### config.mk
export PLATFORM = sky130hd
export DESIGN_NAME = lockloss_counter
export DESIGN_NICKNAME = d
export VERILOG_FILES = /design/src/rtl/lockloss_counter.sv
export VERILOG_INCLUDE_DIRS = /design/src /design/src/rtl
export SDC_FILE = /design/constraint.sdc
export NUM_CORES = 1
export LEC_CHECK = 0
export BUFFER_PORTS_ARGS = -buffer_cell sky130_fd_sc_hd__buf_2
export CAP_MARGIN = 10
export CORE_AREA = 2 2 65 67
export CTS_CLUSTER_DIAMETER = 120
export DETAILED_ROUTE_END_ITERATION = 7
export DIE_AREA = 0 0 67 69
export GPL_ROUTABILITY_DRIVEN = 1
export PLACE_DENSITY = 0.79
export SLEW_MARGIN = 20
export SYNTH_ARGS = -nofsm -noshare
export SYNTH_HDL_FRONTEND = slang
export SYNTH_SLANG_ARGS = --single-unit
### constraint.sdc
create_clock -name clk -period 3.7 [get_ports clk]
set_input_delay 0.925 -clock clk [delete_from_list [all_inputs] [get_ports clk]]
set_output_delay 0.925 -clock clk [all_outputs]
set_load 0.005 [all_outputs]
### src/rtl/osd_ctrl_defines.svh
// device address, register map and sizes for the OSD control target
// register values are 8-bit pointers as seen on the I2C bus
// counter width is fixed at 32 because the map reads 4 bytes per counter
`ifndef OSD_CTRL_DEFINES_SVH
`define OSD_CTRL_DEFINES_SVH

// 7-bit I2C device address
`define OSD_I2C_ADDR    7'h3C

// osd ram address, 3-bit page + 7-bit pointer
`define OSD_RAM_AW      10

// register map
`define REG_OSD_PAGE    8'h80
`define REG_OSD_ENABLE  8'h81
`define REG_HIGHLIGHT   8'h82
`define REG_STATUS      8'h87
`define REG_SCAN_HI     8'h88
`define REG_SCAN_LO     8'h89
`define REG_CNT_BASE    8'hA0
`define REG_RESET_DC    8'hF0
`define REG_CNT_CLEAR   8'hF2

`define LOCK_CNT_W      32

`endif
### src/rtl/lockloss_counter.sv
// counts falling edges of an asynchronous lock level
// saturates at all ones, clear wins over an edge
`include "osd_ctrl_defines.svh"

module lockloss_counter (
    input  logic                   clk,
    input  logic                   reset,
    input  logic                   lock,
    input  logic                   clear,
    output logic [`LOCK_CNT_W-1:0] count
);

    logic [1:0] lock_sync;
    logic       lock_prev;
    logic       lock_fall;

    // 2-flop sync, then edge history
    always_ff @(posedge clk) begin
        if (reset) begin
            lock_sync <= 2'b00;
            lock_prev <= 1'b0;
        end else begin
            lock_sync <= {lock_sync[0], lock};
            lock_prev <= lock_sync[1];
        end
    end

    assign lock_fall = lock_prev & ~lock_sync[1];

    always_ff @(posedge clk) begin
        if (reset || clear)
            count <= '0;
        else if (lock_fall && count != '1)
            count <= count + 1'b1;
    end

endmodule

Word-level counts from Yosys, hierarchy flattened. Index checks and enable logic that the tools add are counted.

ROM bits: 0. Bits in registers: 35. Memories: 0. Logic and storage cells: 9. Memory bits (writable): 0. Output and inout port bits: 32. Bits of input ports: 4. Latch bits: 0.

Add/sub/neg operators: 1. $mul: 0. Reduce and logical (&&, ||, !) cells: 2. $lt $le $gt $ge: 0. Mux-type cells: 0. Bitwise operators: 2. Shift operators: 0. Equal/unequal tests: 1. Divide/modulo/power cells: 0.

Operators with widths (count): $add A32 B1 Y32 const B (1); $ne A32 B32 Y1 const B (1); $and A1 B1 Y1 (1); $logic_and A1 B1 Y1 (1); $logic_or A1 B1 Y1 (1); $not A1 Y1 (1).

Depth between registers and ports, before layout.
Depth after elaboration: 3. Mapped depth: 7. Gate-level depth less buffers: 6.

Worst setup path after synthesis. OpenSTA, ideal clock, no wires.

Path kind: reg-to-reg. From: register count[0]. To: register count[8]. Library setup time: 115 ps. Arrival: 1924 ps. Cell stages (with the launch flop): 8. Slack: 1661 ps. Clock period less this slack: 2039 ps. Required time: 3585 ps. Buffers on the path: 1. Path through: dfxtp_1 ha_1 nand4_4 or3_4 o31ai_4 buf_6 nor4_1 o21a_1.

Longest elaborated chain between the ends: 2. Elaborated cells between the ends (all ways): 3. Classes of those cells: add/sub: 1; eq/ne: 1; reduce/logical: 1.

Ends and longest elaborated chain: start: declaration (RTL line lockloss_counter.sv:10) `` output logic [`LOCK_CNT_W-1:0] count ``; start signal: assignment (RTL line lockloss_counter.sv:34) `count <= count + 1'b1;`; branches (longest 2 deep; another with $add A32 B1 Y32).

Parallel ways; which one is timed is not known. A chain may end at the register's enable or synchronous reset.

Worst setup path after layout.
From: register count[0]. To: register count[7].

The elaborated chain is that of the path after synthesis.

==> flow_summary.toml <==
[placement]
hpwl_um = 2810
dp.cells = 281
place_ws_ns = 1.26
place.gp.congestion = 0.847
io_buffer_count = 35

[yosys]
syn_nets = 210
ys_seq_area_frac = 0.390
yosys.cell_types.count = 40
syn_avg_cell_area_um2 = 8.76
synth_area_um2 = 1800
ys_ff_latch = 35
yosys_warnings = 0
synthFlopType = "dfxtp_1"
synth_edf_count = 0
syn_inst = 205
async_reset_ff_frac = 0

[die]
dieArea_um2 = 4620
die_h_um = 69
core_um2 = 3910
num_rows = 23
io_pins = 36
start_util = 0.459
fp.dieW_um = 67

[run_status]
status = "finished, final reports clean"

[power]
p_int_mw = 0.552
p_sw_mw = 0.145
p_comb_frac = 0.022
powerDensity_nw_per_um2 = 335
swShare = 0.208
leakagePower_nw = 0.752
clockPowerShare = 0.434
pwr-share-seq = 0.544
ir_worst_vdd_mv = 0.257

[setup_path]
cp-startpoint = "count[0]$_SDFFE_PP0P_"
r2r-start = "count[0]$_SDFFE_PP0P_"
reg2reg_depth = 6
crit_path_end_kind = "register"
crit_fanout = 26
required_ns = 3.85
setup.worst_path.end = "count[7]$_SDFFE_PP0P_"
timing.rr.end = "count[7]$_SDFFE_PP0P_"
crit_type = "reg2reg"
reg2reg_slack_ns = 1.22
start_kind = "register"
crit_arrival_ns = 2.63

[detailed_routing]
drtIter0Drc = 69
vias = 1676
antenna_left = 0
drtPass1Iterations = 4
vias_per_cell = 5.80
wl_per_cell_um = 13.6
drt-total-wl_um = 3930
route.detailed.drc = 0

[timing]
fin_skew_ns = 0.00463
finalHoldViolations = 0
min_period_over_period = 0.669
timing.fmax_mhz = 404
rsz0062_at_grt = "no"
finalSetupTns_ns = 0
setup_viol = 0
drv_slew = 0
relSlewSlack = 0.431
holdWs_ns = 0.441
tightest_slew_ns = 0.854
finalCriticalPeriod_ns = 2.48
setup_slack_ns = 1.22

[cts]
post-cts-setup-buffers = 0
clock-root-buffer = "clkbuf_8"
clockBufferDepth = 2
clk_pin_slew_ns = 0.07
h-tree-depth = 2
cts.sinks = 35
cts-hold-fix-buffers = 0
cts_buffers = 5
insertion_delay_ns = 0.29
cts_resized = 0
cts_tree = "done"

[final_layout]
fillerInstances = 388
stdcell_count = 289
drive_gt1_frac = 0.238
area_growth_pct = 15.9
final_util = 0.532
num_antenna_cells = 0
nets = 243

[worst_hold_path]
hold_class = "reg2reg"
min_from = "lock_sync[0]$_SDFF_PP0_"

[global_route]
grt_pass1_vias = 1450
grt_overflow = 0
grt_max_degree = 29
gr-usage-all-layers = 0.182
grt_pass1_wl_um = 6600
antenna_found_initial = 0

[flow_run]
maxCapViolCount = 0
==> kinds of logic (layout without fill, tap and decap cells) <==
kind of cell,count (synthesis),after routing,share of synthesized area
mux,1,1,0.00558
xor+xnor,9,9,0.0439
buf+inv,12,46,0.0355
fa+ha+maj,1,1,0.00697
simple gates,98,98,0.329
compound gates,49,49,0.189
flops,35,35,0.390
==> cell usage after synthesis (all sizes together) (3+ instances only) <==
| library cell | number | share of area |
|---|---|---|
| dfxtp | 35 | 0.39 |
| a21oi | 19 | 0.061 |
| nand2 | 16 | 0.033 |
| nor2 | 16 | 0.035 |
| nand3 | 13 | 0.036 |
| o31ai | 12 | 0.058 |
| or4 | 12 | 0.050 |
| or3 | 10 | 0.038 |
| nand4 | 8 | 0.043 |
| o21ai | 8 | 0.024 |
| buf | 6 | 0.023 |
| xor2 | 6 | 0.029 |
| and2 | 4 | 0.014 |
| nor2b | 4 | 0.014 |
| o2111ai | 4 | 0.020 |
| o211ai | 4 | 0.017 |
| and3 | 3 | 0.010 |
| and4 | 3 | 0.015 |
| clkbuf | 3 | 0.0063 |
| inv | 3 | 0.0063 |
| nor3 | 3 | 0.011 |
| nor4 | 3 | 0.019 |
| xnor2 | 3 | 0.015 |
==> critical path, stage by stage (launching register included) <==
cell and delay [ns]:
dfxtp_1 0.42, ha_1 0.26, nand4_4 0.17, or3_4 0.46
o31ai_4 0.75, or3_1 0.22, a21oi_2 0.06
==> layout by cell type, fill, tap and decap left out, types with 3 or more instances in the layout <==
| cell | netlist | layout |
|---|---|---|
| buf_2 | 3 | 35 |
| and2_1 | 4 | 4 |
| o2111ai_1 | 4 | 4 |
| o211ai_1 | 4 | 4 |
| nor2b_1 | 4 | 4 |
| and4_1 | 3 | 3 |
| or4_1 | 12 | 12 |
| and3_1 | 3 | 3 |
| nand3_1 | 13 | 13 |
| nand2_1 | 16 | 16 |
| inv_1 | 3 | 3 |
| nand4_1 | 5 | 5 |
| xor2_1 | 6 | 6 |
| dfxtp_1 | 35 | 35 |
| o31ai_1 | 11 | 11 |
| nor2_1 | 15 | 15 |
| xnor2_1 | 3 | 3 |
| a21oi_2 | 4 | 4 |
| clkbuf_8 | 0 | 7 |
| or3_1 | 9 | 9 |
| a21oi_1 | 15 | 15 |
| o21ai_1 | 7 | 7 |
==> power groups by stage <==
stage | Clock, mW | Combinational [mW] | Sequential (mW)
detailed placement | 0 | 0.0157 | 0.387
global placement | 0 | 0.0153 | 0.387
global route | 0.329 | 0.0175 | 0.379
CTS | 0.311 | 0.0157 | 0.379
floorplan | 0 | 0.0115 | 0.387
finish | 0.303 | 0.0156 | 0.379
==> sequential cells by signal, summed over array words and instances, names as in the netlist <==
signal     flops
count         32
lock_prev      1
lock_sync      2
==> how the worst min path moves through the flow <==
stage / to / slack, ns / depth (start not counted)
finish: lock_sync[1]$_SDFF_PP0_ / 0.44 / 1
global route: lock_sync[1]$_SDFF_PP0_ / 0.46 / 1
CTS: lock_sync[1]$_SDFF_PP0_ / 0.45 / 1
detailed placement: lock_sync[1]$_SDFF_PP0_ / 0.44 / 1
global placement: lock_sync[1]$_SDFF_PP0_ / 0.43 / 1
floorplan: lock_sync[1]$_SDFF_PP0_ / 0.41 / 1
==> metal layers <==
metal,share of wire,track usage,vias to the layer above
li1,-,-,842
met1,0.46,0.239,776
met2,0.46,0.275,49
met3,0.061,0.0604,9
met4,0.020,0.0635,0
met5,0,0,-
==> cell type report <==
cell class              count  area, um2  share of cell area
repair buffers             35        175              0.0842
multi-input cells         158       1030               0.495
flip-flops and latches     35        701               0.337
well taps                  50       62.6              0.0301
clock buffers               8        100              0.0481
inverters                   3       11.3             0.00541
==> stage by stage <==
step           area, um2  power, mW
2_1_floorplan       1800      0.399
5_1_grt             2080      0.725
4_1_cts             2080      0.705
3_5_place_dp        1980      0.403
3_3_place_gp        1980      0.403
6_report            2080      0.697
Power figures use the tool's default switching activity.
