[config.mk]
export PLATFORM = sky130hd
export DESIGN_NAME = i2c_target_flat
export DESIGN_NICKNAME = d
export VERILOG_FILES = /design/src/rtl/reg_bus_if.sv /design/src/rtl/i2c_target.sv /design/src/flat_wrapper.sv
export VERILOG_INCLUDE_DIRS = /design/src /design/src/rtl
export SDC_FILE = /design/constraint.sdc
export NUM_CORES = 1
export LEC_CHECK = 0
export ABC_AREA = 1
export BUFFER_PORTS_ARGS = -buffer_cell sky130_fd_sc_hd__buf_2
export CAP_MARGIN = 20
export CORE_UTILIZATION = 50
export CTS_CLUSTER_SIZE = 40
export DETAILED_ROUTE_END_ITERATION = 12
export GPL_ROUTABILITY_DRIVEN = 0
export GPL_TIMING_DRIVEN = 0
export PLACE_DENSITY = 0.74
export SYNTH_ARGS = -nofsm -noshare
export SYNTH_HDL_FRONTEND = slang
export SYNTH_SLANG_ARGS = --single-unit
[constraint.sdc]
create_clock -name clk -period 2.21 [get_ports clk]
set_clock_uncertainty 0.05 [all_clocks]
set_input_delay 0.3315 -clock clk [delete_from_list [all_inputs] [get_ports clk]]
set_output_delay 0.3315 -clock clk [all_outputs]
set_load 0.02 [all_outputs]
[src/rtl/osd_ctrl_defines.svh]
// device address, register map and sizes for the OSD control target
// register values are 8-bit pointers as seen on the I2C bus
// counter width is fixed at 32 because the map reads 4 bytes per counter
`ifndef OSD_CTRL_DEFINES_SVH
`define OSD_CTRL_DEFINES_SVH

// 7-bit I2C device address
`define OSD_I2C_ADDR    7'h3C

// osd ram address, 3-bit page + 7-bit pointer
`define OSD_RAM_AW      10

// register map
`define REG_OSD_PAGE    8'h80
`define REG_OSD_ENABLE  8'h81
`define REG_HIGHLIGHT   8'h82
`define REG_STATUS      8'h87
`define REG_SCAN_HI     8'h88
`define REG_SCAN_LO     8'h89
`define REG_CNT_BASE    8'hA0
`define REG_RESET_DC    8'hF0
`define REG_CNT_CLEAR   8'hF2

`define LOCK_CNT_W      32

`endif
[src/rtl/reg_bus_if.sv]
// byte-wide register bus between the I2C target and the register file
// no handshake; we is a single-cycle strobe
// rdata is registered and follows addr one clock later
interface reg_bus_if;

    // register pointer, held for whole bytes
    logic [7:0] addr;
    logic [7:0] wdata;
    logic       we;
    // read data, one clock behind addr
    logic [7:0] rdata;

    modport target (
        output addr, wdata, we,
        input  rdata
    );

    modport regs (
        input  addr, wdata, we,
        output rdata
    );

endinterface

[src/rtl/i2c_target.sv]
// byte-level I2C target, 7-bit addressing, no clock stretching
// scl must stay low and high at least 4 clk each
// first write byte sets the pointer, later bytes write and auto-increment
`include "osd_ctrl_defines.svh"

module i2c_target (
    input  logic      clk,
    input  logic      reset,
    input  logic      scl,
    input  logic      sda_in,
    output logic      sda_drive_low,
    reg_bus_if.target bus
);

    typedef enum logic [2:0] {
        ST_IDLE,
        ST_ADDR,
        ST_ADDR_ACK,
        ST_WR_BYTE,
        ST_WR_ACK,
        ST_RD_BYTE,
        ST_RD_ACK
    } state_t;

    state_t     state;
    logic [1:0] scl_sync;
    logic [1:0] sda_sync;
    logic       scl_prev;
    logic       sda_prev;
    logic       scl_s;
    logic       sda_s;
    logic       scl_rise;
    logic       scl_fall;
    logic       start_det;
    logic       stop_det;
    logic [3:0] bit_cnt;
    logic [7:0] shreg;
    logic [7:0] rx_byte;
    logic [7:0] ptr;
    logic       rd_mode;
    logic       first_byte;
    logic       nack;

    ////////////////////////////////////////
    // synchronizers and bus conditions
    ////////////////////////////////////////
    // idle bus is high, so reset to 1 to avoid a false start
    always_ff @(posedge clk) begin
        if (reset) begin
            scl_sync <= 2'b11;
            sda_sync <= 2'b11;
            scl_prev <= 1'b1;
            sda_prev <= 1'b1;
        end else begin
            scl_sync <= {scl_sync[0], scl};
            sda_sync <= {sda_sync[0], sda_in};
            scl_prev <= scl_s;
            sda_prev <= sda_s;
        end
    end

    assign scl_s     = scl_sync[1];
    assign sda_s     = sda_sync[1];
    assign scl_rise  = scl_s & ~scl_prev;
    assign scl_fall  = ~scl_s & scl_prev;
    // sda moving while scl high
    assign start_det = scl_s & scl_prev & sda_prev & ~sda_s;
    assign stop_det  = scl_s & scl_prev & ~sda_prev & sda_s;
    // byte including the bit sampled on this rise
    assign rx_byte   = {shreg[6:0], sda_s};
    assign bus.addr  = ptr;

    ////////////////////////////////////////
    // bit and byte FSM
    ////////////////////////////////////////
    always_ff @(posedge clk) begin
        if (reset) begin
            state         <= ST_IDLE;
            bit_cnt       <= '0;
            shreg         <= '0;
            ptr           <= '0;
            rd_mode       <= 1'b0;
            first_byte    <= 1'b0;
            nack          <= 1'b0;
            sda_drive_low <= 1'b0;
            bus.we        <= 1'b0;
            bus.wdata     <= '0;
        end else begin
            bus.we <= 1'b0;
            // pointer steps once the write strobe is seen
            if (bus.we)
                ptr <= ptr + 8'd1;
            if (start_det) begin
                // start or repeated start, from any state
                state         <= ST_ADDR;
                bit_cnt       <= '0;
                first_byte    <= 1'b1;
                sda_drive_low <= 1'b0;
            end else if (stop_det) begin
                state         <= ST_IDLE;
                sda_drive_low <= 1'b0;
            end else if (scl_rise) begin
                case (state)
                    ST_ADDR, ST_WR_BYTE: begin
                        shreg   <= rx_byte;
                        bit_cnt <= bit_cnt + 4'd1;
                        // 8th data bit completes a write byte
                        if (state == ST_WR_BYTE && bit_cnt == 4'd7) begin
                            if (first_byte) begin
                                ptr        <= rx_byte;
                                first_byte <= 1'b0;
                            end else begin
                                bus.we    <= 1'b1;
                                bus.wdata <= rx_byte;
                            end
                        end
                    end
                    ST_RD_BYTE: bit_cnt <= bit_cnt + 4'd1;
                    // master ack bit, high means nack
                    ST_RD_ACK: begin
                        nack <= sda_s;
                        ptr  <= ptr + 8'd1;
                    end
                    default: ;
                endcase
            end else if (scl_fall) begin
                case (state)
                    ST_ADDR: begin
                        if (bit_cnt == 4'd8) begin
                            // foreign address, stay off the bus
                            if (shreg[7:1] == `OSD_I2C_ADDR) begin
                                state         <= ST_ADDR_ACK;
                                rd_mode       <= shreg[0];
                                sda_drive_low <= 1'b1;
                            end else begin
                                state <= ST_IDLE;
                            end
                        end
                    end
                    ST_ADDR_ACK: begin
                        bit_cnt <= '0;
                        if (rd_mode) begin
                            state         <= ST_RD_BYTE;
                            shreg         <= bus.rdata;
                            sda_drive_low <= ~bus.rdata[7];
                        end else begin
                            state         <= ST_WR_BYTE;
                            sda_drive_low <= 1'b0;
                        end
                    end
                    ST_WR_BYTE: begin
                        if (bit_cnt == 4'd8) begin
                            state         <= ST_WR_ACK;
                            sda_drive_low <= 1'b1;
                        end
                    end
                    ST_WR_ACK: begin
                        state         <= ST_WR_BYTE;
                        bit_cnt       <= '0;
                        sda_drive_low <= 1'b0;
                    end
                    ST_RD_BYTE: begin
                        if (bit_cnt == 4'd8) begin
                            // release for the master ack
                            state         <= ST_RD_ACK;
                            sda_drive_low <= 1'b0;
                        end else begin
                            shreg         <= {shreg[6:0], 1'b0};
                            sda_drive_low <= ~shreg[6];
                        end
                    end
                    ST_RD_ACK: begin
                        if (nack) begin
                            state <= ST_IDLE;
                        end else begin
                            // rdata has settled since the ack rise
                            state         <= ST_RD_BYTE;
                            bit_cnt       <= '0;
                            shreg         <= bus.rdata;
                            sda_drive_low <= ~bus.rdata[7];
                        end
                    end
                    default: ;
                endcase
            end
        end
    end

endmodule

[src/flat_wrapper.sv]
// flat-port wrapper written by rule: the top's interface ports become plain ports
module i2c_target_flat 
  (clk, reset, scl, sda_in, sda_drive_low, bus_addr, bus_wdata, bus_we, bus_rdata);
  reg_bus_if bus_i ();
  input  logic clk;
  input  logic reset;
  input  logic scl;
  input  logic sda_in;
  output logic sda_drive_low;
  output wire logic [$bits(bus_i.addr)-1:0] bus_addr;
  output wire logic [$bits(bus_i.wdata)-1:0] bus_wdata;
  output wire logic [$bits(bus_i.we)-1:0] bus_we;
  input wire logic [$bits(bus_i.rdata)-1:0] bus_rdata;
  assign bus_addr = bus_i.addr;
  assign bus_wdata = bus_i.wdata;
  assign bus_we = bus_i.we;
  assign bus_i.rdata = bus_rdata;
  i2c_target u_core (.clk(clk), .reset(reset), .scl(scl), .sda_in(sda_in), .sda_drive_low(sda_drive_low), .bus(bus_i));
endmodule
# == Word-level counts from Yosys, hierarchy flattened ==
# Index checks and enable logic that the tools add are counted.
# word_totals
regBits,42
latchBits,0
ram_bits,0
mem_bits_ro,0
inputBits,12
word_cells,128
memories,0
# op_classes
addsub,2
n_mul,0
div_mod_pow,0
order_cmp,0
n_eq_ne,24
shift,0
muxes,43
n_bitwise,19
n_reduce_logical,25
# ops
op,n
$mux 8,12
$pmux 8 s3,1
$pmux 3 s6,1
$reduce_and 6->1,3
$mux 1,16
$mux 4,4
$pmux 8 s2,1
$mux 3,5
$reduce_and 7->1,2
$not 1->1,12
$eq 3x3->1 const B,3
$add 8x1->8 const B,1
$ne 2x1->1 const B,4
$ne 2x2->1 const B,4
$ne 4x1->1 const B,2
$pmux 4 s2,1
$reduce_and 4->1,2
$reduce_and 8->1,1
$reduce_bool 2->1,4
$reduce_bool 8->1,1
$and 1x1->1,7
$eq 7x6->1 const B,1
$eq 3x2->1 const B,2
$ne 3x2->1 const B,2
other kinds (17),21

# == Depth between registers and ports, before layout ==
# logic_depth
word_depth,8
mapped_depth,12

# == Least setup slack after synthesis ==
# Ideal clock, no wire load.
# synth_path
kind,register to register
from,register u_core.scl_prev
to,register u_core.rd_mode
setup_time_ps,113
arrival_time_ps,1417
t_required_ps,2047
setup_slack_ps,630
path_stages_with_launch,11
n_path_buf,2
path_cell_list,dfxtp_1 inv_1 ha_1 inv_2 buf_6 buf_6 nand2_1 nor3_1 nand2_1 nand2_1 nor2_1
# synth_between
elab_chain_cells,5
word_cells_on_any_way,12
classes_between,bitwise: 11; reduce/logical: 1
# synth_rtl
element,line,text
"start, declared",i2c_target.sv:28,logic scl_prev;
"start signal, assigned",i2c_target.sv:57,scl_prev <= scl_s;
$and 1x1->1,"i2c_target.sv:67, i2c_target.sv:68",
"$and 1x1->1, on equally long branches (2 in a row)","i2c_target.sv:67, i2c_target.sv:68",
$not 1->1 (no line),n/a,
$reduce_and 7->1 (no line) (*),n/a,
"end signal, assigned",i2c_target.sv:133,rd_mode <= shreg[0];
"end, declared",i2c_target.sv:40,logic rd_mode;
# Mark *: on every way between the ends. The rest lies on a longest branch, timed or not.
# A chain may end at the register's enable or synchronous reset.

# == Worst setup path after layout ==
# layout_path
from,register u_core.scl_prev
to,register u_core.shreg[2]
# layout_between
elab_chain_cells,5
word_cells_on_any_way,18
classes_between,eq/ne: 4; mux: 1; bitwise: 10; reduce/logical: 3
# layout_rtl
element,line,text
$and 1x1->1,"i2c_target.sv:67, i2c_target.sv:68",
"$and 1x1->1, on equally long branches (2 in a row)","i2c_target.sv:67, i2c_target.sv:68",
$not 1->1 (no line),n/a,
$reduce_and 8->1 (no line),n/a,
"end signal, assigned",i2c_target.sv:105,shreg <= rx_byte;
"end signal, assigned",i2c_target.sv:144,shreg <= bus.rdata;
"end signal, assigned",i2c_target.sv:168,"shreg <= {shreg[6:0], 1'b0};"
"end, declared",i2c_target.sv:37,logic [7:0] shreg;
# Several ways; a longest one is shown, not always the timed one.

==> results.toml <==
[timing]
fmax_mhz = 533.2
worst_slew_pin_slew_ns = 0.5361
final-max-slew-violation-count = 0
fin_crit_ns = 1.875
maxSlewHeadroom_pct = 64.26
worst_slack_ns = 0.3346
final-hold-violation-count = 0
setup_violations = 0
finalSetupTns_ns = 0
period_share_pct = 84.86
rsz0062_at_grt = "false"

[global_route]
grt_overflow = 0
met1_usage_pct = 34.24
met3_usage_pct = 3.353
antenna_found_initial = 0
grt_pass1_wl_um = 11760
first_global_vias = 2507
grt_max_degree = 13
grt_usage_pct = 25.04
grt_use_met2_pct = 40.81
busiest_layer = "met2"

[floorplanning]
die_area_sq_um = 5839
die_w_um = 76.42
coreArea_sq_um = 5205
chipHeight_um = 76.42
start_util_pct = 53.20
top_level_ports = 30
rows = 26

[clock_tree]
clkSinkCount = 42
clock_latency_ns = 0.30
h-tree-depth = 2
ctsRootBufferMaster = "clkbuf_8"
clk_path_buf_depth = 2
cts.clk_slew.worst_paths_ns = 0.08
cts_resized = 0
cts_buffers = 5
post_cts_buffers = 0
cts_tree = "built"
ctsHoldBuffers = 0

[run]
maxCapViolCount = 0

[yosys]
synthesis.nets = 451
yosys-top-cells-area = "dfxtp_1 30%, nand2_1 15%, nand3_1 11%, inv_1 6.9%, nor2_1 6.2%"
syn_area_sq_um = 2769
synth_top_area_cell = "dfxtp_1"
syn_inst = 433
ys_seq_elements = 42
yosys_warnings = 0
synth_edf_count = 0
async_flop_share_pct = 0
syn_avg_cell_area_sq_um = 6.395
synth_ff_type = "dfxtp_1"
ys_types = 35
synth.top_cell.area_share_pct = 30.37
ys_seq_area_share_pct = 30.37

[placed_design]
dp_hpwl_um = 5144
pre_cts_slack_ns = 0.3440
port_buffers = 29

[final_layout]
drive_gt1_share_pct = 17.87
antennaDiodeCount = 0
area_growth_pct = 11.70
num-nets-final = 487
layout_common_cells = "108 x nand2_1, 62 x nand3_1, 51 x inv_1"
final_common_cell = "nand2_1"

[detailed_routing]
wirelength_um = 6951
drt-vias-per-instance = 5.306
dr.pass1.iters = 7
dr.first_iter.drc_count = 274
dr_total_vias = 2865
drcViolationCount = 0
wl_per_cell_um = 12.87
ant_nets = 0

[critical_path]
startpoint_type = "flip-flop"
path_max_fanout = 9
path_class = "reg -> reg"
arrival_ns = 2.02
crit_required_ns = 2.36
worst_setup_path_end_kind = "flip-flop"

[worst_hold_path]
hp-class = "in -> reg"

[outcome]
status = "finished, final reports clean"

[power_and_ir_drop]
power.density_nw_per_um2 = 486.3
peakVddDrop_mv = 0.3683
power.leakage_nw = 1.481
[power by group]
part	total, mW	switching, mW	internal (mW)
Sequential	0.783	0.0127	0.770
Clock	0.532	0.279	0.253
Combinational	0.189	0.124	0.0653
[per-layer routing]
layer  wire [um]  up-vias
met2        3122      110
met4          83        0
met5           0        -
met1        3297     1287
li1            -     1458
met3         448       10
[state kept, by name (all words and copies together) (netlist names)]
name	count
u_core.bus.addr	8
u_core.rd_mode	1
u_core.bus.wdata	8
u_core.first_byte	1
u_core.scl_sync	2
u_core.state	3
u_core.bus.we	1
u_core.nack	1
u_core.scl_prev	1
u_core.bit_cnt	4
u_core.sda_sync	2
u_core.shreg	8
u_core.sda_prev	1
u_core.sda_drive_low	1
[layout make-up]
| class | instances | area [sq um] |
|---|---|---|
| Clock buffer | 7 | 86.33 |
| Sequential cell | 42 | 840.8 |
| Timing Repair Buffer | 29 | 145.1 |
| Buffer | 11 | 85.08 |
| Inverter | 58 | 220.2 |
| Multi-Input combinational cell | 322 | 1623 |
| Clock inverter | 1 | 5.005 |
| Tap cell | 70 | 87.58 |
| Fill cell | 532 | 2112 |
[synth_stat cells, types with 2 or more instances]
library cell	instances
nor2_1	46
inv_1	51
buf_2	2
a21oi_1	27
nor2_2	5
nand3_1	62
o21ai_1	2
ha_1	6
nand2_1	108
nand4_1	5
or2_2	5
xnor2_1	2
inv_2	6
dfxtp_1	42
o21ai_0	17
nand2_2	10
nand3_2	2
clkbuf_1	3
nor2_4	7
nor3_1	4
o211ai_1	3
buf_6	5
[cell families after synthesis]
logic type	share of synthesized area, %
compound gates	10.48
xor+xnor	0.9491
fa+ha+maj	2.711
buf+inv	11.03
flops	30.37
mux	0.3615
simple gates	44.10
[worst paths after layout]
kind                            depth (start not counted)  slack (ns)                     startpoint                            end
worst max register to register                          9        0.33     u_core.scl_prev$_SDFF_PP1_   u_core.shreg[2]$_SDFFE_PP0P_
worst min register to register                          1        0.37  u_core.scl_sync[0]$_SDFF_PP1_  u_core.scl_sync[1]$_SDFF_PP1_
worst min-delay path                                    2        0.16                         sda_in  u_core.sda_sync[0]$_SDFF_PP1_
worst max-delay path                                    9        0.33     u_core.scl_prev$_SDFF_PP1_   u_core.shreg[2]$_SDFFE_PP0P_
[per-stage QoR]
| step | instance area, sq um | total power [mW] | hold slack [ns] | instances | util (%) |
|---|---|---|---|---|---|
| after floorplan | 2769 | 0.9365 | 0.3395 | 433 | - |
| after global placement | 3002 | 0.9849 | 0.3430 | 532 | 57.67 |
| after detailed placement | 3002 | 0.9867 | 0.3494 | 532 | 57.67 |
| after CTS | 3093 | 1.511 | 0.1567 | 540 | 59.42 |
| after global routing | 3093 | 1.572 | 0.1537 | 540 | 59.42 |
| final | 3093 | 1.504 | 0.1598 | 540 | 59.42 |
[worst max-delay path, cell delays in order, from the launching register on]
cell and delay (ns):
dfxtp_1 0.33, ha_1 0.22, nand2_1 0.11, nor2_4 0.07
inv_1 0.09, nand2_2 0.16, nor3_2 0.46, nand3_1 0.14
nand2_1 0.09, nor2_1 0.05
(Power assumes the default switching activity.)
