**src/rtl/osd_ctrl_defines.svh**
```systemverilog
// device address, register map and sizes for the OSD control target
// register values are 8-bit pointers as seen on the I2C bus
// counter width is fixed at 32 because the map reads 4 bytes per counter
`ifndef OSD_CTRL_DEFINES_SVH
`define OSD_CTRL_DEFINES_SVH

// 7-bit I2C device address
`define OSD_I2C_ADDR    7'h3C

// osd ram address, 3-bit page + 7-bit pointer
`define OSD_RAM_AW      10

// register map
`define REG_OSD_PAGE    8'h80
`define REG_OSD_ENABLE  8'h81
`define REG_HIGHLIGHT   8'h82
`define REG_STATUS      8'h87
`define REG_SCAN_HI     8'h88
`define REG_SCAN_LO     8'h89
`define REG_CNT_BASE    8'hA0
`define REG_RESET_DC    8'hF0
`define REG_CNT_CLEAR   8'hF2

`define LOCK_CNT_W      32

`endif
```
**src/rtl/osd_ctrl_pkg.sv**
```systemverilog
// shared types of the OSD control block
// lock_cnt_t index order is fixed by the counter register map
`include "osd_ctrl_defines.svh"

package osd_ctrl_pkg;

    // scanline settings, packed msb first
    typedef struct packed {
        logic [8:0] intensity;
        logic       thickness;
        logic       oddeven;
        logic       active;
    } scanline_cfg_t;

    // four lock-loss counters
    // 0 adv pll
    // 1 hdmi hot-plug
    // 2 54 MHz pll
    // 3 hdmi pll
    typedef logic [3:0][`LOCK_CNT_W-1:0] lock_cnt_t;

endpackage

```
**src/rtl/reg_bus_if.sv**
```systemverilog
// byte-wide register bus between the I2C target and the register file
// no handshake; we is a single-cycle strobe
// rdata is registered and follows addr one clock later
interface reg_bus_if;

    // register pointer, held for whole bytes
    logic [7:0] addr;
    logic [7:0] wdata;
    logic       we;
    // read data, one clock behind addr
    logic [7:0] rdata;

    modport target (
        output addr, wdata, we,
        input  rdata
    );

    modport regs (
        input  addr, wdata, we,
        output rdata
    );

endinterface

```
**src/rtl/osd_reg_file.sv**
```systemverilog
// register map of the OSD control target
// writes act on the we clock, strobes follow one clock later
// rdata is registered, undefined pointers read 0
`include "osd_ctrl_defines.svh"

module osd_reg_file (
    input  logic                        clk,
    input  logic                        reset,
    reg_bus_if.regs                     bus,
    input  logic [3:0]                  video_status,
    input  osd_ctrl_pkg::lock_cnt_t     lock_cnt,
    output logic                        ram_we,
    output logic [`OSD_RAM_AW-1:0]      ram_waddr,
    output logic [7:0]                  ram_wdata,
    output logic                        cnt_clear,
    output logic                        enable_osd,
    output logic [7:0]                  highlight_line,
    output osd_ctrl_pkg::scanline_cfg_t scanline,
    output logic                        reset_dc
);

    // osd ram page, upper address bits
    logic [2:0]             page;
    logic [`LOCK_CNT_W-1:0] cnt_word;

    ////////////////////////////////////////
    // write decode
    ////////////////////////////////////////
    always_ff @(posedge clk) begin
        if (reset) begin
            page                <= '0;
            enable_osd          <= 1'b0;
            highlight_line      <= 8'hFF;
            scanline.intensity  <= 9'h100;
            scanline.thickness  <= 1'b0;
            scanline.oddeven    <= 1'b0;
            scanline.active     <= 1'b0;
            ram_we              <= 1'b0;
            reset_dc            <= 1'b0;
            cnt_clear           <= 1'b0;
        end else begin
            // single-cycle strobes
            ram_we    <= 1'b0;
            reset_dc  <= 1'b0;
            cnt_clear <= 1'b0;
            if (bus.we) begin
                if (bus.addr < `REG_OSD_PAGE) begin
                    ram_we <= 1'b1;
                end else begin
                    case (bus.addr)
                        `REG_OSD_PAGE:   page           <= bus.wdata[2:0];
                        `REG_OSD_ENABLE: enable_osd     <= bus.wdata[0];
                        `REG_HIGHLIGHT:  highlight_line <= bus.wdata;
                        `REG_SCAN_HI:    scanline.intensity[8:1] <= bus.wdata;
                        // intensity lsb then the three flags
                        `REG_SCAN_LO: begin
                            scanline.intensity[0] <= bus.wdata[7];
                            scanline.thickness    <= bus.wdata[6];
                            scanline.oddeven      <= bus.wdata[5];
                            scanline.active       <= bus.wdata[4];
                        end
                        `REG_RESET_DC:   reset_dc  <= 1'b1;
                        `REG_CNT_CLEAR:  cnt_clear <= 1'b1;
                        default: ;
                    endcase
                end
            end
        end
    end

    // ram write address and data, aligned with ram_we
    always_ff @(posedge clk) begin
        if (bus.we) begin
            ram_waddr <= {page, bus.addr[6:0]};
            ram_wdata <= bus.wdata;
        end
    end

    ////////////////////////////////////////
    // read mux
    ////////////////////////////////////////
    // counter picked by pointer bits 3:2
    assign cnt_word = lock_cnt[bus.addr[3:2]];

    always_ff @(posedge clk) begin
        if ((bus.addr & 8'hF0) == `REG_CNT_BASE) begin
            // most significant byte at the lowest pointer
            bus.rdata <= cnt_word[`LOCK_CNT_W-1 - 8*bus.addr[1:0] -: 8];
        end else begin
            case (bus.addr)
                `REG_OSD_PAGE:   bus.rdata <= {5'd0, page};
                `REG_OSD_ENABLE: bus.rdata <= {7'd0, enable_osd};
                `REG_HIGHLIGHT:  bus.rdata <= highlight_line;
                // status, video flags over osd enable
                `REG_STATUS:     bus.rdata <= {video_status, enable_osd, 3'b000};
                `REG_SCAN_HI:    bus.rdata <= scanline.intensity[8:1];
                `REG_SCAN_LO: begin
                    bus.rdata <= {scanline.intensity[0], scanline.thickness,
                                  scanline.oddeven, scanline.active, 4'b0000};
                end
                default:         bus.rdata <= 8'h00;
            endcase
        end
    end

endmodule

```
**src/flat_wrapper.sv**
```systemverilog
// flat-port wrapper written by rule: the top's interface ports become plain ports
module osd_reg_file_flat 
  (clk, reset, video_status, lock_cnt, ram_we, ram_waddr, ram_wdata, cnt_clear, enable_osd, highlight_line, scanline, reset_dc, bus_addr, bus_wdata, bus_we, bus_rdata);
  reg_bus_if bus_i ();
  input  logic clk;
  input  logic reset;
  input  logic [3:0] video_status;
  input  osd_ctrl_pkg::lock_cnt_t lock_cnt;
  output logic ram_we;
  output logic [`OSD_RAM_AW-1:0] ram_waddr;
  output logic [7:0] ram_wdata;
  output logic cnt_clear;
  output logic enable_osd;
  output logic [7:0] highlight_line;
  output osd_ctrl_pkg::scanline_cfg_t scanline;
  output logic reset_dc;
  input wire logic [$bits(bus_i.addr)-1:0] bus_addr;
  input wire logic [$bits(bus_i.wdata)-1:0] bus_wdata;
  input wire logic [$bits(bus_i.we)-1:0] bus_we;
  output wire logic [$bits(bus_i.rdata)-1:0] bus_rdata;
  assign bus_i.addr = bus_addr;
  assign bus_i.wdata = bus_wdata;
  assign bus_i.we = bus_we;
  assign bus_rdata = bus_i.rdata;
  osd_reg_file u_core (.clk(clk), .reset(reset), .bus(bus_i), .video_status(video_status), .lock_cnt(lock_cnt), .ram_we(ram_we), .ram_waddr(ram_waddr), .ram_wdata(ram_wdata), .cnt_clear(cnt_clear), .enable_osd(enable_osd), .highlight_line(highlight_line), .scanline(scanline), .reset_dc(reset_dc));
endmodule
```
**config.mk**
```make
export PLATFORM = sky130hd
export DESIGN_NAME = osd_reg_file_flat
export DESIGN_NICKNAME = d
export VERILOG_FILES = /design/src/rtl/osd_ctrl_pkg.sv /design/src/rtl/reg_bus_if.sv /design/src/rtl/osd_reg_file.sv /design/src/flat_wrapper.sv
export VERILOG_INCLUDE_DIRS = /design/src /design/src/rtl
export SDC_FILE = /design/constraint.sdc
export NUM_CORES = 1
export LEC_CHECK = 0
export ABC_AREA = 0
export BUFFER_PORTS_ARGS = -buffer_cell sky130_fd_sc_hd__clkbuf_2
export CAP_MARGIN = 20
export CORE_MARGIN = 3
export CORE_UTILIZATION = 40
export DETAILED_ROUTE_END_ITERATION = 7
export GPL_TIMING_DRIVEN = 1
export PLACE_DENSITY = 0.73
export SLEW_MARGIN = 20
export SYNTH_ARGS = -nofsm -noshare
export SYNTH_HDL_FRONTEND = slang
export SYNTH_SLANG_ARGS = --single-unit
```
**constraint.sdc**
```tcl
create_clock -name clk -period 2.1 [get_ports clk]
set_clock_uncertainty 0.15 [all_clocks]
set_input_delay 0.315 -clock clk [delete_from_list [all_inputs] [get_ports clk]]
set_output_delay 0.315 -clock clk [all_outputs]
set_load 0.02 [all_outputs]
```
# Word-level counts from Yosys, hierarchy flattened
# Cells that the tools add are included.
dict set report totals {
  inputBits 151
  output_inout_bits 50
  regBits 53
}
dict set report op_classes {
  muxes 7
  eq_ne 9
  addsub 1
  n_reduce_logical 7
  order_cmp 2
  n_bitwise 2
  n_shift 1
}
# op count
set op_table {}
lappend op_table {{$bmux W32 S2} 1}
lappend op_table {{$eq A8 B8 Y1 const B} 8}
lappend op_table {{$pmux W8 S6} 1}
lappend op_table {{$shiftx A39 B33 Y8} 1}
lappend op_table {{$mux W32} 1}
lappend op_table {{$reduce_and A3 Y1} 5}
lappend op_table {{$lt A8 B8 Y1 const B} 1}
lappend op_table {{$mux W8} 1}
lappend op_table {{$sub A5 B5 Y6 const A} 1}
lappend op_table {{$eq A4 B4 Y1 const B} 1}
lappend op_table {{$lt A2 B3 Y1 const B} 1}
lappend op_table {{$mux W1} 3}
lappend op_table {{$reduce_or A3 Y1} 1}
lappend op_table {{$not A1 Y1} 2}
lappend op_table {{$reduce_or A2 Y1} 1}

# Depth between registers and ports, before layout
# Gate-level depths: netlist (run 1).
dict set report depth {
  word_depth 4
  depth_mapped 6
}

# Least setup slack after synthesis (run 1)
# Ideal clock, no wire load.
dict set report synth_timing {
  path_kind {input -> register}
  startpoint {input bus_addr[2]}
  endpoint {register u_core.bus.rdata[3]}
  required_ns 1.820
  arrival_time_ns 1.611
  path_stages 5
  setup_ns 0.130
  setup_slack_ns 0.208
  path_cell_list {buf_2 -> buf_4 -> mux4_2 -> a22oi_1 -> o211ai_1}
}
dict set report synth_via {
  elab_chain_len 4
}
# item line_no
set synth_rtl {}
lappend synth_rtl {{start: declaration} flat_wrapper.sv:17} ;# input wire logic [$bits(bus_i.addr)-1:0] bus_addr;
lappend synth_rtl {{$bmux W32 S2} osd_reg_file.sv:83} ;# assign cnt_word = lock_cnt[bus.addr[3:2]];
lappend synth_rtl {{$mux W32 (not written as such)} osd_reg_file.sv:83}
lappend synth_rtl {{$shiftx A39 B33 Y8} osd_reg_file.sv:88} ;# bus.rdata <= cnt_word[`LOCK_CNT_W-1 - 8*bus.addr[1:0] -: 8];
lappend synth_rtl {{$mux W8 *} osd_reg_file.sv:86} ;# if ((bus.addr & 8'hF0) == `REG_CNT_BASE) begin
lappend synth_rtl {{end signal: assignment} osd_reg_file.sv:88}
lappend synth_rtl {{end signal: assignment} osd_reg_file.sv:91} ;# `REG_OSD_PAGE: bus.rdata <= {5'd0, page};
lappend synth_rtl {{end signal: assignment} osd_reg_file.sv:92} ;# `REG_OSD_ENABLE: bus.rdata <= {7'd0, enable_osd};
lappend synth_rtl {{end: declaration} reg_bus_if.sv:20} ;# output rdata
# Every way passes the cells marked *; elsewhere a longest branch is shown, timed or not. The select of a mux whose other input is x is not followed.
# A chain may end at the register's enable or synchronous reset.

# Worst setup path in the final report (run 1)
dict set report layout_timing {
  startpoint {input bus_addr[6]}
  endpoint {register, netlist name u_core.scanline[2]}
}
dict set report layout_via {
  elab_chain_len 3
}
# item
set layout_rtl {}
lappend layout_rtl {{$lt A8 B8 Y1 (no line)}}
lappend layout_rtl {{$not A1 Y1 (no line)}}
lappend layout_rtl {{$reduce_and A3 Y1 (no line) *}}
# Every way passes the cells marked *; elsewhere a longest branch is shown, timed or not.

==> run metrics, run 1 <==
Top FF cell, synth dfxtp_1; r2r setup slk 0.77 ns; class of the tightest hold or removal check primary input to flip-flop; number of nets in the synthesized netlist 398; Max FO, Critical Path 5; proportion of synthesized flip-flops having asynchronous set or reset 0%; clock sinks 53; global-route wire length before repair 15000 µm; biggest cell delay along the critical path 0.59 ns; R2R depth 4; post-cts hold buffer count 0; number of global-route vias before repair 2902; full die area 8660 µm²; IO Port Bufs 200; max-cap viol count 0; hold-critical path depth 1; clock-pin slew on the worst setup and hold paths 0.09 ns; deepest level of the CTS H-tree 2; synthesized area 3030 µm²; Post-Route Utilization 59.2%; final cycle utilization of the critical path 83.9%; Chip Height 93.1 µm; unique cell type count in the Yosys netlist 37; worst rel slew slack 71.5%; HPWL after detailed placement 8450 µm; post-detailed-route count of antenna-violating nets 0; initial core utilization 41.6%; area inside the core boundary 7290 µm²; type of element capturing the critical path flip-flop; Max VDD drop 0.259 mV; pwr dens 502 nW/µm²; Mapped Cells 247; setup repair after global routing missed its margin false; static power due to leakage 2.06 nW; Iter 0 DRT Violations 148; fin. max-slew vios 0; final hold violation count 0; post-detailed-route wirelength per cell 18.2 µm; master cell of the clock root buffer clkbuf_8; horizontal die dimension 93.1 µm; number of antenna repair diodes 0; Yosys warning count 0; Total Routing Usage GR 22.3%; Crit-path slowest cell or4b_4; largest net degree at the start of global routing 25; layout-stage area growth over the synthesis result 42.3%; crit path cell chain clkbuf_2 -> or4b_4 -> nor4b_4 -> mux2i_1 -> nor2_1; register bit total from synthesis 53; required arrival time at the worst endpoint 2.13 ns; antenna violations before repair 0; accumulated negative setup slack 0 ns; clock latency reported for the late side of the worst-skew pair 0.30 ns; first drt pass iteration count 4; most common library cell in the layout ignoring fill and taps clkbuf_2; CTS tree yes; arrival time of the worst setup path 1.79 ns; number of flops mapped to enable cells by yosys 18; sequential cell area in the final layout 1240 µm²; FILL cells 657; buffer depth of the longest clock path 2; syn_area_per_cell 12.3 µm²; multi-input gate area in the final layout 1670 µm²; outcome finished clean; share of final-layout standard cells stronger than drive strength 1 57.7%; final setup violation count 0; CTS Buf Count 5; ports placed on the boundary 201; Overflow after GRT 0; startpoint types primary input; time the worst path needs with I/O delays and setup 1.76 ns; via total after detailed routing 2969; Achievable Freq 567 MHz; cells resized by post-CTS repair 0; commonest cells after routing, fill and taps aside clkbuf_2, dfxtp_1, mux4_2; buffers inserted during post-CTS setup optimization 0; final weighted congestion in routability-driven placement 0.760; portion of the post-synthesis area used by sequential elements 40.9%; routed wire length 10000 µm; worst-margin pin slew 0.426 ns; Placement Rows 31; DR vias/cell 5.39; Setup Crit Path Kind primary input to flip-flop; number of remaining DRC errors 0; Layout Nets 602
## per-stage QoR
stage	std cells	instance area [µm²]	hold WS (ns)	total power [mW]	setup slack, ns
final	551	4310	0.0702	2.16	0.337
after global placement	543	4220	0.292	1.59	0.0673
after global routing	551	4310	0.0698	2.26	0.265
after CTS	551	4310	0.0658	2.19	0.342
after detailed placement	543	4220	0.297	1.60	0.0158
after floorplan	247	3030	0.241	1.36	0.208
## registers in the layout (all words and copies together), names as in the netlist
name	count
u_core.cnt_clear	1
u_core.scanline	12
u_core.ram_waddr	10
u_core.ram_wdata	8
u_core.bus.rdata	8
u_core.page	3
u_core.enable_osd	1
u_core.highlight_line	8
u_core.ram_we	1
u_core.reset_dc	1
## kinds of logic (layout without fill, tap and decap cells)
| logic type | after synthesis | in the layout | synth area share, % |
|---|---|---|---|
| muxes | 53 | 53 | 30.7 |
| AOI/OAI and AO/OA | 40 | 40 | 10.5 |
| buffers and inverters | 29 | 234 | 4.04 |
| DFF | 53 | 53 | 40.9 |
| and+or+nand+nor | 72 | 72 | 13.8 |
## path summary, 6_finish.rpt
kind | end | startpoint
worst max-delay path | u_core.scanline[2]$_SDFFE_PP0P_ | bus_addr[6]
worst min-delay path | u_core.ram_wdata[3]$_DFFE_PP_ | bus_wdata[3]
worst max register to register | u_core.bus.rdata[0]$_DFF_P_ | u_core.enable_osd$_SDFFE_PP0P_
worst min register to register | u_core.ram_waddr[7]$_DFFE_PP_ | u_core.page[0]$_SDFFE_PP0P_
## cell type report
cell class                      instances  share of cell area [%]
Clock buffer                            7                    2.00
Clock inverter                          1                   0.174
Inverter                                9                   0.783
Multi-Input combinational cell        165                    38.7
Sequential cell                        53                    28.8
Tap cell                               99                    2.87
Timing Repair Buffer                  217                    26.7
## critical path: cells and delay by family
kind	cells	cell delay, ns
muxes	1	0.25
and+or+nand+nor	3	1.11
buffers and inverters	1	0.12
## synthesized netlist by cell type, types with 2 or more instances
master / number / area, µm²
nand3_1: 5 / 25.0
o211ai_1: 3 / 22.5
a211oi_1: 4 / 30.0
nand2_1: 5 / 18.8
nand4_1: 2 / 12.5
edfxtp_1: 18 / 541
nor2_1: 30 / 113
nand4b_1: 2 / 17.5
a211o_1: 10 / 87.6
o2bb2ai_1: 2 / 17.5
and4b_1: 2 / 20.0
mux4_2: 32 / 721
dfxtp_1: 35 / 701
and3_1: 9 / 56.3
nor2b_1: 5 / 31.3
a22oi_1: 13 / 97.6
a22o_1: 6 / 52.6
and2_1: 2 / 12.5
clkbuf_1: 10 / 37.5
buf_2: 8 / 40.0
mux2i_1: 20 / 200
inv_1: 9 / 33.8
## metal layers
layer / GRT usage [%] / vias up / routed length, µm / share of wire (%)
li1: - / 1382 / - / -
met1: 29.4 / 1422 / 3900 / 39
met2: 37.1 / 146 / 5080 / 51
met3: 5.71 / 19 / 904 / 9.0
met4: 5.01 / 0 / 145 / 1.4
met5: 0 / - / 0 / 0
## power breakdown
part           internal [mW]  leakage, nW  total, mW  switching, mW
Clock                  0.268       0.0445      0.588          0.320
Sequential              1.09        0.461       1.10        0.00779
Combinational          0.260         1.55      0.477          0.218
No activity file was read; power rests on OpenSTA's default activity.
==> inputs of run 2 (changes only) <==
clock period = 1.65 ns   (was 2.1 ns; I/O delays follow)
==> run metrics, run 2 (synthesis gave the netlist of run 1 again) <==
layout-stage area growth over the synthesis result 51.8%; Iter 0 DRT Violations 113 (-24%); antenna violations before repair 0 (unchanged); Chip Height 93.1 µm (unchanged); HPWL after detailed placement 8670 µm (+2.6%); crit path cell chain clkbuf_2 -> buf_12 -> mux4_2 -> and3_1 -> a211oi_1 -> nand3_1; Max VDD drop 0.323 mV (+25%); CTS tree yes; Layout Nets 633 (+5.1%); largest net degree at the start of global routing 25 (unchanged); logic depth of the worst setup path including buffers 6 (+1); worst path bufs/invs 2 (+1); full die area 8660 µm² (unchanged); clock-pin slew on the worst setup and hold paths 0.09 ns (about the same); max FFs per register 12 (unchanged); master cell of the clock root buffer clkbuf_8; class of the tightest hold or removal check primary input to flip-flop; final setup violation count 0 (unchanged); clock sinks 53 (unchanged); commonest cells after routing, fill and taps aside clkbuf_2, buf_4, dfxtp_1; launching instance or port of the critical path bus_addr[2]; biggest cell delay along the critical path 0.50 ns (-0.09 ns); startpoint types primary input; accumulated negative setup slack 0 ns (unchanged); Achievable Freq 630 MHz; final cycle utilization of the critical path 96.3%; registers with the highest flip-flop counts u_core.scanline: 12 flops, u_core.ram_waddr: 10 flops; busiest layer in global routing met2; number of remaining DRC errors 0 (unchanged); GR Layer Usage met2 38.5% (+1.4 points); ports placed on the boundary 201 (unchanged); worst-margin pin slew 0.317 ns (-0.109 ns); pwr dens 615 nW/µm² (+23%); number of antenna repair diodes 0 (unchanged); IO Port Bufs 200 (unchanged); global-route track usage on met1 30.7% (+1.3 points); post-detailed-route wirelength per cell 17.8 µm (-2.1%); final hold violation count 0 (unchanged); fin. max-slew vios 0 (unchanged); buffer depth of the longest clock path 2 (unchanged); Max FO, Critical Path 12 (+7); post-route standard cell area excluding fillers 4600 µm² (+6.7%); area inside the core boundary 7290 µm² (unchanged); CTS Buf Count 5 (unchanged); worst hold slack 0.0231 ns (-0.0471 ns); time the worst path needs with I/O delays and setup 1.59 ns; horizontal die dimension 93.1 µm (unchanged); Crit-path slowest cell mux4_2; outcome finished clean; R2R depth 4 (unchanged); number of global-route vias before repair 3197 (+10%); static power due to leakage 2.23 nW (+8.5%); DR vias/cell 5.29 (-1.8%); deepest level of the CTS H-tree 2 (unchanged); share of final-layout standard cells stronger than drive strength 1 60.5% (+2.7 points); r2r setup slk 0.33 ns (-0.44 ns); endpoint of the most critical setup path u_core.bus.rdata[5]$_DFF_P_; required arrival time at the worst endpoint 1.68 ns (-0.45 ns); global-route wire length before repair 15800 µm (+5.3%); grt met3 use 4.26% (-1.4 points); type of element capturing the critical path flip-flop; Setup Crit Path Kind primary input to flip-flop; max-cap viol count 0 (unchanged); final weighted congestion in routability-driven placement 0.843 (+11%); clock latency reported for the late side of the worst-skew pair 0.30 ns (about the same); capture instance of the worst register-to-register path u_core.bus.rdata[0]$_DFF_P_; FF-to-FF Start u_core.enable_osd$_SDFFE_PP0P_; arrival time of the worst setup path 1.62 ns (-0.17 ns); post-detailed-route count of antenna-violating nets 0 (unchanged); worst rel slew slack 78.8% (+7.3 points); routed wire length 10400 µm (+3.4%); via total after detailed routing 3081 (+3.8%); register ranked first by flip-flop count u_core.scanline; most common library cell in the layout ignoring fill and taps clkbuf_2; first drt pass iteration count 4 (unchanged); area after detailed placement 4460 µm² (+5.6%); kind of cell adding the most delay to the critical path multiplexers; Overflow after GRT 0 (unchanged); Placement Rows 31 (unchanged); Total Routing Usage GR 23.1% (+0.85 points); initial core utilization 41.6% (unchanged)
-- run 2: cell types whose count changed in the layout (fill, tap and decap cells not counted), sizes merged --
cell	previous run	this run
clkinvlp	1	0
dlygate4sd3	0	2
buf	17	45
clkinv	0	2
-- run 2: what timing repair did --
action | 4_1_cts | 5_1_grt
gates resized for setup | 0 | 1
buffers inserted | 0 | 0
endpoints found under the hold margin | 1 | 1
endpoints found under the setup margin | 0 | 2
hold buffers | 1 | 1
-- run 2: where the power goes --
group,leakage [nW],switching (mW),total (mW),internal [mW]
Combinational,1.72,0.293,0.668,0.375
Sequential,0.461,0.0108,1.40,1.39
Clock,0.0512,0.422,0.762,0.341
Total,2.23,0.725,2.83,2.10
-- run 2: routing by layer --
metal | vias up | wire length [µm]
met4 | 0 | 206
li1 | 1442 | -
met1 | 1467 | 4280
met3 | 18 | 672
met5 | - | 0
met2 | 154 | 5210
-- run 2: stage by stage --
stage	util (%)	setup WS (ns)	instances	total power, mW
floorplan	-	-0.0549	247	1.74
global placement	61.1	-0.195	571	2.07
detailed placement	61.1	-0.234	571	2.08
CTS	62.6	0.0685	580	2.84
global route	63.1	-0.00467	582	2.95
finish	63.1	0.0616	582	2.83
-- run 2: layout make-up --
| class | count | area [µm²] |
|---|---|---|
| clock buffer | 6 | 82.6 |
| clock inverter | 2 | 13.8 |
| fill | 654 | 2690 |
| inverter | 9 | 33.8 |
| multi-input combinational | 165 | 1670 |
| sequential | 53 | 1240 |
| tap | 99 | 124 |
| timing repair buffer | 248 | 1430 |
-- run 2: how the worst min path moves through the flow --
stage / start / endpoint / slack [ns] / cells after the start
floorplan: bus_addr[7] / u_core.ram_we$_SDFF_PP0_ / 0.17 / 1
global placement: u_core.page[1]$_SDFFE_PP0P_ / u_core.ram_waddr[8]$_DFFE_PP_ / 0.31 / 0
detailed placement: u_core.page[1]$_SDFFE_PP0P_ / u_core.ram_waddr[8]$_DFFE_PP_ / 0.30 / 0
CTS: bus_wdata[4] / u_core.ram_wdata[4]$_DFFE_PP_ / 0.01 / 1
global route: bus_wdata[5] / u_core.ram_wdata[5]$_DFFE_PP_ / 0.01 / 1
finish: bus_wdata[1] / u_core.ram_wdata[1]$_DFFE_PP_ / 0.02 / 1
